File: config.mk
export PLATFORM = sky130hd
export DESIGN_NAME = periph_hub_top
export DESIGN_NICKNAME = d
export VERILOG_FILES = /design/src/source/periph_hub_pkg.sv /design/src/source/periph_req_if.sv /design/src/source/periph_hub_top.sv /design/src/source/read_return.sv /design/src/source/gpio_block.sv /design/src/source/periph_decode.sv
export SDC_FILE = /design/constraint.sdc
export NUM_CORES = 1
export LEC_CHECK = 0
export BUFFER_PORTS_ARGS = -buffer_cell sky130_fd_sc_hd__clkbuf_2
export CAP_MARGIN = 20
export CORE_ASPECT_RATIO = 1.2
export CORE_MARGIN = 2
export CORE_UTILIZATION = 45
export DETAILED_ROUTE_END_ITERATION = 12
export PLACE_DENSITY = 0.76
export SYNTH_ARGS = -nofsm -noshare
export SYNTH_HDL_FRONTEND = slang
export SYNTH_SLANG_ARGS = --single-unit
export TNS_END_PERCENT = 20
File: constraint.sdc
create_clock -name clk -period 2.17 [get_ports clk]
set_clock_uncertainty 0.15 [all_clocks]
set_input_delay 0.5425 -clock clk [delete_from_list [all_inputs] [get_ports clk]]
set_output_delay 0.5425 -clock clk [all_outputs]
set_load 0.01 [all_outputs]
File: src/source/periph_hub_pkg.sv
/*
 * Shared definitions for the peripheral hub: bus widths and types,
 * access size and slot kind enums, GPIO slot index and register offsets
 */
package periph_hub_pkg;

    // Peripheral address and data widths
    localparam int ADDR_W = 11;
    localparam int NUM_PINS = 8;

    typedef logic [ADDR_W-1:0] periph_addr_t;
    typedef logic [31:0] bus_word_t;
    typedef logic [NUM_PINS-1:0] pin_vec_t;

    // Access size as driven by the core, 3 means no access
    typedef enum logic [1:0] {
        SIZE_BYTE = 2'd0,
        SIZE_HALF = 2'd1,
        SIZE_WORD = 2'd2,
        SIZE_NONE = 2'd3
    } bus_size_e;

    // Address bit 10 and the top bit of a function select pick the slot kind
    typedef enum logic {
        SLOT_USER   = 1'b0,
        SLOT_SIMPLE = 1'b1
    } slot_kind_e;

    // Top bit is the slot kind, low 4 bits the slot index
    typedef logic [4:0] func_sel_t;

    // User slot that holds the GPIO registers
    localparam logic [3:0] SLOT_GPIO = 4'd1;

    // GPIO register offsets within the 64 byte slot
    localparam logic [5:0] GPIO_OFS_OUT = 6'h00;
    localparam logic [5:0] GPIO_OFS_IN = 6'h04;

    // One word per pin from here up to 0x3c
    localparam logic [5:0] GPIO_FSEL_BASE = 6'h20;

endpackage
File: src/source/periph_req_if.sv
/*
 * Decoded access from the address decoder to the GPIO register block
 */
`timescale 1ns/1ps

interface periph_req_if;
    import periph_hub_pkg::*;

    // Address within the slot
    logic [5:0] offset;
    // Low byte of the write data
    logic [7:0] wdata;
    logic gpio_sel;
    logic gpio_wr;
    // Register value at offset, returned by the GPIO block
    bus_word_t rdata;

    modport decoder (
        output offset,
        output wdata,
        output gpio_sel,
        output gpio_wr,
        input  rdata
    );

    modport gpio (
        input  offset,
        input  wdata,
        input  gpio_wr,
        output rdata
    );

endinterface

File: src/source/periph_hub_top.sv
/*
 * Peripheral hub top level: decoder, GPIO block and read return stage
 */
`timescale 1ns/1ps

module periph_hub_top #(
    parameter periph_hub_pkg::func_sel_t RESET_SEL_LOW_PINS = 5'd2
) (
    input  logic                         clk,
    input  logic                         rst_n,
    input  periph_hub_pkg::pin_vec_t     i_ui_in,
    output periph_hub_pkg::pin_vec_t     o_uo_out,
    input  periph_hub_pkg::periph_addr_t i_addr,
    input  periph_hub_pkg::bus_word_t    i_data_in,
    input  periph_hub_pkg::bus_size_e    i_data_write_n,
    input  periph_hub_pkg::bus_size_e    i_data_read_n,
    output periph_hub_pkg::bus_word_t    o_data_out,
    output logic                         o_data_ready,
    input  logic                         i_data_read_complete
);
    import periph_hub_pkg::*;

    bus_word_t peri_data;
    logic read_req;
    logic write_req;

    periph_req_if req_if ();

    periph_decode u_decode (
        .i_addr       (i_addr),
        .i_data_in    (i_data_in),
        .i_write_size (i_data_write_n),
        .i_read_size  (i_data_read_n),
        .req          (req_if.decoder),
        .o_peri_data  (peri_data),
        .o_read_req   (read_req),
        .o_write_req  (write_req)
    );

    gpio_block #(
        .RESET_SEL_LOW_PINS (RESET_SEL_LOW_PINS)
    ) u_gpio (
        .clk      (clk),
        .rst_n    (rst_n),
        .req      (req_if.gpio),
        .i_ui_in  (i_ui_in),
        .o_uo_out (o_uo_out)
    );

    read_return u_read_return (
        .clk                  (clk),
        .rst_n                (rst_n),
        .i_peri_data          (peri_data),
        .i_read_req           (read_req),
        .i_write_req          (write_req),
        .i_data_read_complete (i_data_read_complete),
        .o_data_out           (o_data_out),
        .o_data_ready         (o_data_ready)
    );

endmodule

File: src/source/read_return.sv
/*
 * Read data capture and hold until the core completes the read,
 * and data ready generation for reads and writes
 */
`timescale 1ns/1ps

module read_return (
    input  logic                      clk,
    input  logic                      rst_n,
    input  periph_hub_pkg::bus_word_t i_peri_data,
    input  logic                      i_read_req,
    input  logic                      i_write_req,
    input  logic                      i_data_read_complete,
    output periph_hub_pkg::bus_word_t o_data_out,
    output logic                      o_data_ready
);
    import periph_hub_pkg::*;

    bus_word_t data_r;
    logic hold;
    logic read_ready_r;
    logic capture;

    // First read cycle while nothing is held
    assign capture = i_read_req && !hold;

    always_ff @(posedge clk) begin
        if (!rst_n) begin
            hold <= 1'b0;
            read_ready_r <= 1'b0;
        end else begin
            if (i_data_read_complete) begin
                hold <= 1'b0;
            end
            if (capture) begin
                hold <= 1'b1;
            end
            // Ready rises one cycle after the read request
            read_ready_r <= i_read_req;
        end
    end

    always_ff @(posedge clk) begin
        if (capture) begin
            data_r <= i_peri_data;
        end
    end

    assign o_data_out = data_r;
    // Writes are acknowledged in their own cycle
    assign o_data_ready = read_ready_r || i_write_req;

    assert property (@(posedge clk) disable iff (!rst_n)
        (hold && !i_data_read_complete) |=> $stable(data_r))
        else $error("Held read data changed before read complete");

endmodule

File: src/source/gpio_block.sv
/*
 * GPIO registers: output byte, input pin view and eight function selects,
 * plus routing of the output pins by function select
 */
`timescale 1ns/1ps

module gpio_block #(
    parameter periph_hub_pkg::func_sel_t RESET_SEL_LOW_PINS = 5'd2
) (
    input  logic                     clk,
    input  logic                     rst_n,
    periph_req_if.gpio               req,
    input  periph_hub_pkg::pin_vec_t i_ui_in,
    output periph_hub_pkg::pin_vec_t o_uo_out
);
    import periph_hub_pkg::*;

    localparam int PIN_IDX_W = $clog2(NUM_PINS);

    // Select value that routes a pin to the GPIO output register
    localparam func_sel_t GPIO_SEL = {SLOT_USER, SLOT_GPIO};

    pin_vec_t gpio_out;
    func_sel_t [NUM_PINS-1:0] func_sel;

    logic fsel_hit;
    logic [PIN_IDX_W-1:0] fsel_idx;

    // Function select words sit at 0x20, 0x24 .. 0x3c
    assign fsel_hit = (req.offset >= GPIO_FSEL_BASE) && (req.offset[1:0] == 2'b00);
    assign fsel_idx = req.offset[PIN_IDX_W+1:2];

    always_ff @(posedge clk) begin
        if (!rst_n) begin
            gpio_out <= '0;
            for (int i = 0; i < NUM_PINS; i++) begin
                // Pins 0 and 1 start on an empty slot
                if (i < 2) begin
                    func_sel[i] <= RESET_SEL_LOW_PINS;
                end else begin
                    func_sel[i] <= GPIO_SEL;
                end
            end
        end else if (req.gpio_wr) begin
            if (req.offset == GPIO_OFS_OUT) begin
                gpio_out <= req.wdata;
            end
            if (fsel_hit) begin
                func_sel[fsel_idx] <= func_sel_t'(req.wdata[4:0]);
            end
        end
    end

    // Register read, zero for unused offsets
    always_comb begin
        if (req.offset == GPIO_OFS_OUT) begin
            req.rdata = bus_word_t'(gpio_out);
        end else if (req.offset == GPIO_OFS_IN) begin
            req.rdata = bus_word_t'(i_ui_in);
        end else if (fsel_hit) begin
            req.rdata = bus_word_t'(func_sel[fsel_idx]);
        end else begin
            req.rdata = '0;
        end
    end

    // Only the GPIO slot drives pins, every other selection gives zero
    always_comb begin
        for (int i = 0; i < NUM_PINS; i++) begin
            o_uo_out[i] = (func_sel[i] == GPIO_SEL) ? gpio_out[i] : 1'b0;
        end
    end

    // Pin routing only moves through a decoded GPIO write
    assert property (@(posedge clk) disable iff (!rst_n)
        ($past(rst_n) && !$past(req.gpio_wr)) |-> $stable(func_sel))
        else $error("Function select changed without a GPIO write");

endmodule

File: src/source/periph_decode.sv
/*
 * Address decode into user and simple slots, GPIO write qualification
 * and read data selection
 */
`timescale 1ns/1ps

module periph_decode (
    input  periph_hub_pkg::periph_addr_t i_addr,
    input  periph_hub_pkg::bus_word_t    i_data_in,
    input  periph_hub_pkg::bus_size_e    i_write_size,
    input  periph_hub_pkg::bus_size_e    i_read_size,
    periph_req_if.decoder                req,
    output periph_hub_pkg::bus_word_t    o_peri_data,
    output logic                         o_read_req,
    output logic                         o_write_req
);
    import periph_hub_pkg::*;

    slot_kind_e slot_kind;
    logic [3:0] slot_idx;

    // Bit 10 set means a 16 byte simple slot, else a 64 byte user slot
    always_comb begin
        slot_kind = slot_kind_e'(i_addr[ADDR_W-1]);
        if (slot_kind == SLOT_SIMPLE) begin
            slot_idx = i_addr[7:4];
        end else begin
            slot_idx = i_addr[9:6];
        end
    end

    assign o_read_req = (i_read_size != SIZE_NONE);
    assign o_write_req = (i_write_size != SIZE_NONE);

    assign req.offset = i_addr[5:0];
    assign req.wdata = i_data_in[7:0];
    assign req.gpio_sel = (slot_kind == SLOT_USER) && (slot_idx == SLOT_GPIO);
    // Any write size updates only the low byte of a GPIO register
    assign req.gpio_wr = req.gpio_sel && o_write_req;

    // All other slots are empty and read as zero
    assign o_peri_data = req.gpio_sel ? req.rdata : '0;

    // A GPIO write only ever targets user slot 1 of the raw address
    always_comb begin
        if (req.gpio_wr) begin
            assert #0 ((i_addr[ADDR_W-1:6] == {1'b0, SLOT_GPIO}) && (i_write_size != SIZE_NONE))
                else $error("GPIO write outside the GPIO slot");
        end
    end

endmodule

==> metrics.log, run 1 <==
[metrics] met1 wire length: 2620 um
[metrics] violated checks: negative setup slack
[metrics] remaining global-route overflow: 0
[metrics] reg2reg setup slack: 0.57 ns
[metrics] number of violations of the max-capacitance limit: 0
[metrics] met2 WL post-DR: 3160 um
[metrics] EDFF count, synth: 8
[metrics] DP Cell Count: 407
[metrics] final critical path time including I/O delays and setup: 2.24 ns
[metrics] floorplan core area: 6010 um^2
[metrics] starting utilization of the core area: 46.6%
[metrics] RSZ-0062 raised after global routing: yes
[metrics] FF+latch count, synth: 58
[metrics] number of buffer cells added on primary ports: 50
[metrics] num rows: 31
[metrics] routed vias/inst: 5.30
[metrics] clock tree from TritonCTS: built
[metrics] Total Routing Usage GR: 19.7%
[metrics] r2r worst-path depth: 4
[metrics] wire length on met3: 414 um
[metrics] Critical Path, Cell by Cell: or4b_4 -> nor3b_2 -> buf_2
[metrics] critical path class: reg -> out
[metrics] H-tree levels: 3
[metrics] vias after detailed routing: 2256
[metrics] Crit Path Max Fanout: 2
[metrics] Total Power: 2.37 mW
[metrics] Power Dens Cells: 696 nW/um^2
[metrics] CTS Hold Buffers Added: 0
[metrics] Top Family by Delay on Critical Path: simple AND/OR/NAND/NOR gates
[metrics] share of layout cells above drive strength 1: 33.1%
[metrics] final setup fails: 5
[metrics] slowest library cell on the worst path: sky130_fd_sc_hd__or4b_4
[metrics] PnR worst setup slack: -0.0724 ns
[metrics] async set-reset flop share out of synthesis: 0%
[metrics] TritonCTS Sinks: 58
[metrics] most frequent cells in the layout: 45 x sky130_fd_sc_hd__clkbuf_2, 37 x sky130_fd_sc_hd__dfxtp_1, 32 x sky130_fd_sc_hd__nand3_1, 32 x sky130_fd_sc_hd__o21ai_0, 29 x sky130_fd_sc_hd__mux2i_1
[metrics] relative area change from synthesis to final layout: 21.5%
[metrics] outcome: complete, but fails checks
[metrics] arrival time of the worst setup path: 1.55 ns
[metrics] synthesized instance count: 279
[metrics] count of distinct cell types in the synthesized netlist: 30
[metrics] sequential share of the synthesized area: 44.3%
[metrics] startpoint class of the critical path: flip-flop
[metrics] pin count of the biggest net entering global routing: 44
[metrics] number of warnings printed during yosys synthesis: 0
[metrics] global-route wire length before repair: 10500 um
[metrics] post-route clock period utilization: 103%
[metrics] number of diodes added for antenna fixing: 0
[metrics] Worst Setup End Kind: output port
[metrics] number of fillers in the final layout: 512
[metrics] remaining routing DRC violations: 0
[metrics] post-layout instance count excluding filler cells: 426
[metrics] die extent in x: 76.0 um
[metrics] number of nets still failing antenna checks after routing: 0
[metrics] Skew-Pair Late Insertion Delay: 0.34 ns
[metrics] topmost layer with routed signal wires: met4
[metrics] area of the mapped netlist: 2800 um^2
[metrics] Most used DFF post-synth: sky130_fd_sc_hd__dfxtp_1
[metrics] antenna violations before repair: 0
[metrics] number of detailed-routing iterations run before antenna repair: 4
[metrics] total leakage power: 1.43 nW
[metrics] clock slew seen by the registers of the worst setup and hold paths: 0.06 ns
[metrics] half-perimeter wire length of the detailed placement result: 4630 um
[metrics] Routability Congestion: 0.878
[metrics] hold path cells: 2
[metrics] Max rail drop VDD: 0.253 mV
[metrics] max-slew violation count: 0
[metrics] num ports: 99
[metrics] endpoint required time on the critical path: 1.48 ns
[metrics] number of hold violations in the final report: 0
[metrics] die outline height: 90.5 um
[metrics] total wirelength of the detailed-routed design: 6320 um
[metrics] number of buffers created by CTS: 9
[metrics] buffering stage count on the worst path with inverters included: 1
[metrics] Avg Inst Size Synth: 10.0 um^2
[metrics] cell area after layout: 3400 um^2
[metrics] die area: 6880 um^2
[metrics] Crit path largest cell delay: 0.52 ns
[metrics] net count of the finished layout: 397
[metrics] number of buffers between clock root and the deepest sink: 2
[metrics] wire length per cell after detailed routing: 14.8 um
[metrics] placement-stage cell area: 3100 um^2
[metrics] clock tree root buffer cell: sky130_fd_sc_hd__clkbuf_8
[metrics] number of global-route vias before repair: 2224
[metrics] critical path depth: 3
[metrics] Fmax achieved: 446 MHz
[metrics] hold crit path type: in -> reg
[metrics] leading cell type in the layout, fill and taps excluded: sky130_fd_sc_hd__clkbuf_2
[metrics] number of DRC violations after detailed-routing iteration 0: 143
[final timing paths]
kind / start / endpoint
max: u_gpio.func_sel[27] / o_uo_out[5]
min: i_data_read_n[1] / u_read_return.read_ready_r
max reg2reg: u_gpio.func_sel[27] / u_read_return.o_data_out[2]
min reg2reg: u_gpio.gpio_out[3] / u_gpio.gpio_out[3]
[cell families after synthesis]
family / count (synthesis) / synth area share [%]
compound gates: 41 / 7.99
buf+inv: 38 / 8.48
flops: 58 / 44.3
mux: 39 / 18.4
other cells: 1 / 0.134
simple gates: 102 / 20.7
[Yosys cell counts (2+ instances only)]
cell / count / share of area [%]
sky130_fd_sc_hd__and3b_1: 3 / 0.94
sky130_fd_sc_hd__nor2_1: 4 / 0.54
sky130_fd_sc_hd__mux4_2: 10 / 8.0
sky130_fd_sc_hd__nand3_1: 32 / 5.7
sky130_fd_sc_hd__buf_2: 4 / 0.71
sky130_fd_sc_hd__nor3b_1: 11 / 2.9
sky130_fd_sc_hd__buf_1: 2 / 0.27
sky130_fd_sc_hd__or4b_2: 5 / 1.8
sky130_fd_sc_hd__dfxtp_1: 50 / 36
sky130_fd_sc_hd__nor4_1: 2 / 0.45
sky130_fd_sc_hd__buf_4: 24 / 6.4
sky130_fd_sc_hd__o22ai_1: 5 / 1.1
sky130_fd_sc_hd__and3_1: 3 / 0.67
sky130_fd_sc_hd__nand4_1: 8 / 1.8
sky130_fd_sc_hd__mux2i_1: 29 / 10
sky130_fd_sc_hd__clkbuf_1: 8 / 1.1
sky130_fd_sc_hd__edfxtp_1: 8 / 8.6
sky130_fd_sc_hd__o21ai_0: 32 / 5.7
sky130_fd_sc_hd__nand2_1: 27 / 3.6
sky130_fd_sc_hd__nor3_1: 2 / 0.36
[registers in the layout, indices dropped and copies added, names as in the netlist]
register                    flops
u_read_return.hold              1
u_gpio.gpio_out                 8
u_gpio.func_sel                40
u_read_return.read_ready_r      1
u_read_return.o_data_out        8
[layer usage]
metal,vias up,track usage [%]
met2,87,32.7
li1,1109,-
met3,7,5.80
met1,1053,23.1
met4,0,10.3
met5,-,0
[per-stage QoR]
step	hold slack [ns]	setup WS [ns]	util (%)	TNS, ns
after global routing	0.275	-0.112	56.6	-0.456
after global placement	0.310	0.00819	51.6	0
after CTS	0.238	-0.106	56.6	-0.451
final	0.251	-0.0724	56.6	-0.238
after detailed placement	0.322	-0.0179	51.6	-0.0231
after floorplan	0.292	0.0363	-	0
[power by group]
group	switching [mW]	internal, mW
clock	0.416	0.664
sequential	0.00373	1.10
combinational	0.114	0.0705
total	0.533	1.84
[timing repair]
item                                    CTS  global route
gates resized for setup                  21             7
endpoints found under the setup margin    5             5
pin swaps                                 7             5
setup buffers                             3             0
gates cloned                              0             0
[cell type report]
class	instances	area [um^2]	share of cell area, %
multi-input cells	206	1450	42.7
well taps	82	103	3.01
clock buffers	12	178	5.22
flip-flops and latches	58	1260	36.9
clock inverters	4	45.0	1.32
repair buffers	64	368	10.8
No activity file was read; power rests on OpenSTA's default activity.
==> run 2: changes to the inputs <==
MAX_ROUTING_LAYER = met4   (was not set)
PLACE_DENSITY = not set   (was 0.76)
PLACE_DENSITY_LB_ADDON = 0.1   (was not set)
==> run 2 against run 1 <==
  * The run still ends with negative setup slack left
  * Utilization shrank 0.60 points
  * Critical path depth is the same
  * Global-route usage grew 0.93 points
  * Maximum frequency shrank 0.17%
  * Sequential power is essentially flat
  * Critical endpoint unchanged
  * Register-to-register slack is essentially flat
  * Worst hold slack gained 0.00099 ns
  * Flip-flop and latch count is the same
  * Non-clock buffer count is the same
  * Sequential share of layout area grew 0.21 points
  * Clock-buffer cell count grew 1
  * Setup slack lost 0.0039 ns
==> metrics.log, run 2 (same netlist as run 1, synthesis figures left out) <==
[metrics] vias after detailed routing: 2257 (was 2256)
[metrics] final setup fails: 5 (unchanged)
[metrics] endpoint required time on the critical path: 1.48 ns (about the same)
[metrics] remaining routing DRC violations: 0 (unchanged)
[metrics] endpoint of the lowest-slack register-to-register path: u_read_return.o_data_out[2] (unchanged)
[metrics] net count of the finished layout: 397 (unchanged)
[metrics] cell area after layout: 3370 um^2 (was 3400 um^2)
[metrics] number of buffers between clock root and the deepest sink: 2 (unchanged)
[metrics] number of nets still failing antenna checks after routing: 0 (unchanged)
[metrics] startpoint class of the critical path: flip-flop (unchanged)
[metrics] hold path cells: 2 (unchanged)
[metrics] Crit Path Max Fanout: 2 (unchanged)
[metrics] critical path class: reg -> out (unchanged)
[metrics] origin of the worst min-delay path: i_data_read_n[1] (unchanged)
[metrics] number of detailed-routing iterations run before antenna repair: 4 (unchanged)
[metrics] register with the most flip-flops: u_gpio.func_sel (unchanged)
[metrics] number of buffers created by CTS: 9 (unchanged)
[metrics] post-placement setup slack: 0.0588 ns (was -0.0179 ns)
[metrics] die area: 6880 um^2 (unchanged)
[metrics] reg2reg setup slack: 0.56 ns (was 0.57 ns)
[metrics] max-slew violation count: 0 (unchanged)
[metrics] final critical path time including I/O delays and setup: 2.25 ns (was 2.24 ns)
[metrics] antenna violations before repair: 0 (unchanged)
[metrics] total leakage power: 1.41 nW (was 1.43 nW)
[metrics] violated checks: negative setup slack (unchanged)
[metrics] hold crit path type: in -> reg (unchanged)
[metrics] number of violations of the max-capacitance limit: 0 (unchanged)
[metrics] outcome: complete, but fails checks (unchanged)
[metrics] part of the total power dissipated in the clock network: 40.3% (was 45.6%)
[metrics] number of hold violations in the final report: 0 (unchanged)
[metrics] num rows: 31 (unchanged)
[metrics] Fmax achieved: 445 MHz (was 446 MHz)
[metrics] relative contribution of sequential cells to total power: 51.0% (was 46.7%)
[metrics] floorplan core area: 6010 um^2 (unchanged)
[metrics] clock tree from TritonCTS: built (unchanged)
[metrics] number of diodes added for antenna fixing: 0 (unchanged)
[metrics] Total Routing Usage GR: 20.6% (was 19.7%)
[metrics] die extent in x: 76.0 um (unchanged)
[metrics] post-route clock period utilization: 104% (was 103%)
[metrics] routed vias/inst: 5.30 (about the same)
[metrics] number of buffer cells added on primary ports: 50 (unchanged)
[metrics] PnR worst setup slack: -0.0764 ns (was -0.0724 ns)
[metrics] startpoint of the worst-slack reg-to-reg timing path: u_gpio.func_sel[27] (unchanged)
[metrics] starting utilization of the core area: 46.6% (unchanged)
[metrics] wire length per cell after detailed routing: 15.7 um (was 14.8 um)
[metrics] global-route wire length before repair: 10700 um (was 10500 um)
[metrics] Storage cell area: 1250 um^2 (was 1260 um^2)
[metrics] Sw Share: 24.1% (was 22.5%)
[metrics] area of combinational cells with multiple inputs: 1460 um^2 (was 1450 um^2)
[metrics] hold worst-path end: u_read_return.read_ready_r (unchanged)
[metrics] die outline height: 90.5 um (unchanged)
[metrics] half-perimeter wire length of the detailed placement result: 4760 um (was 4630 um)
[metrics] Worst Setup End Kind: output port (unchanged)
[metrics] most frequent cells in the layout: 45 x sky130_fd_sc_hd__clkbuf_2, 42 x sky130_fd_sc_hd__dfxtp_1, 32 x sky130_fd_sc_hd__nand3_1, 32 x sky130_fd_sc_hd__o21ai_0, 29 x sky130_fd_sc_hd__mux2i_1 (was 45 x sky130_fd_sc_hd__clkbuf_2, 37 x sky130_fd_sc_hd__dfxtp_1, 32 x sky130_fd_sc_hd__nand3_1, 32 x sky130_fd_sc_hd__o21ai_0, 29 x sky130_fd_sc_hd__mux2i_1)
[metrics] RSZ-0062 raised after global routing: yes (unchanged)
[metrics] TritonCTS Sinks: 58 (unchanged)
[metrics] CTS Hold Buffers Added: 0 (unchanged)
[metrics] remaining global-route overflow: 0 (unchanged)
[metrics] r2r worst-path depth: 4 (unchanged)
[metrics] placement-stage cell area: 3110 um^2 (was 3100 um^2)
[metrics] number of fillers in the final layout: 540 (was 512)
[metrics] setup TNS: -0.221 ns (was -0.238 ns)
[metrics] arrival time of the worst setup path: 1.55 ns (about the same)
[metrics] Largest register FFs: 40 (unchanged)
[metrics] switching pwr: 0.523 mW (was 0.533 mW)
[metrics] Power Dens Cells: 644 nW/um^2 (was 696 nW/um^2)
[metrics] share of layout cells above drive strength 1: 31.4% (was 33.1%)
[metrics] combinational share of power: 8.7% (was 7.8%)
[metrics] Hold Slack: 0.252 ns (was 0.251 ns)
[metrics] num ports: 99 (unchanged)
[metrics] number of DRC violations after detailed-routing iteration 0: 128 (was 143)
[metrics] Skew-Pair Late Insertion Delay: 0.34 ns (about the same)
[metrics] pin count of the biggest net entering global routing: 52 (was 44)
[metrics] total wirelength of the detailed-routed design: 6690 um (was 6320 um)
[metrics] leading cell type in the layout, fill and taps excluded: sky130_fd_sc_hd__clkbuf_2 (unchanged)
[metrics] number of global-route vias before repair: 2099 (was 2224)
[metrics] relative area change from synthesis to final layout: 20.2% (was 21.5%)
[metrics] Cell Int Power: 1.65 mW (was 1.84 mW)
[metrics] clock tree root buffer cell: sky130_fd_sc_hd__clkbuf_8 (unchanged)
[metrics] clock slew seen by the registers of the worst setup and hold paths: 0.07 ns (was 0.06 ns)
[metrics] Routability Congestion: 0.814 (was 0.878)
[metrics] H-tree levels: 3 (unchanged)
[metrics] Max rail drop VDD: 0.371 mV (was 0.253 mV)
## run 2: what timing repair did
| item | CTS | global route |
|---|---|---|
| setup buffers | 3 | 0 |
| resized for setup | 18 | 6 |
| gates cloned | 0 | 0 |
| pin swaps | 6 | 5 |
| setup endpoints to repair | 5 | 5 |
## run 2: power groups by stage
| stage | combinational, mW | clock [mW] | sequential [mW] |
|---|---|---|---|
| final | 0.188 | 0.874 | 1.11 |
| after global routing | 0.204 | 0.937 | 1.11 |
| after CTS | 0.189 | 0.892 | 1.11 |
| after detailed placement | 0.188 | 0 | 1.13 |
| after global placement | 0.187 | 0 | 1.13 |
| after floorplan | 0.133 | 0 | 1.14 |
## run 2: final cells by class
cell class | instances | area share (%)
tap | 82 | 3.05
clock buffer | 13 | 4.72
sequential | 58 | 37.1
multi-input combinational | 206 | 43.4
clock inverter | 3 | 0.446
timing repair buffer | 64 | 11.3
## run 2: metal layers
layer  track usage [%]  vias up  wire length, um
met3              4.80       14              346
met4              9.55        0              142
met1              26.0     1055             3060
met5                 -        -                0
li1                  -     1110                -
met2              31.7       78             3140
## run 2: critical path, cell delays in order, from the launching register on
cell and delay (ns):
sky130_fd_sc_hd__dfxtp_1 0.37, sky130_fd_sc_hd__or4b_4 0.49, sky130_fd_sc_hd__nor3b_4 0.20, sky130_fd_sc_hd__buf_2 0.16
## run 2: how the worst max path moves through the flow
| stage | to | slack, ns | start | depth (start not counted) |
|---|---|---|---|---|
| after floorplan | u_read_return.o_data_out[1] | 0.04 | i_addr[2] | 6 |
| after global routing | o_uo_out[5] | -0.12 | u_gpio.func_sel[28] | 3 |
| after detailed placement | o_uo_out[5] | 0.06 | u_gpio.func_sel[27] | 3 |
| final | o_uo_out[5] | -0.08 | u_gpio.gpio_out[5] | 3 |
| after global placement | u_gpio.func_sel[25] | 0.07 | i_addr[10] | 6 |
| after CTS | o_uo_out[5] | -0.08 | u_gpio.func_sel[28] | 3 |
## run 2: stage by stage
step           utilization (%)  instances  power [mW]
2_1_floorplan                -        302        1.27
3_3_place_gp              51.8        407        1.32
3_5_place_dp              51.8        407        1.32
4_1_cts                   55.9        426        2.19
5_1_grt                   56.0        426        2.25
6_report                  56.0        426        2.17
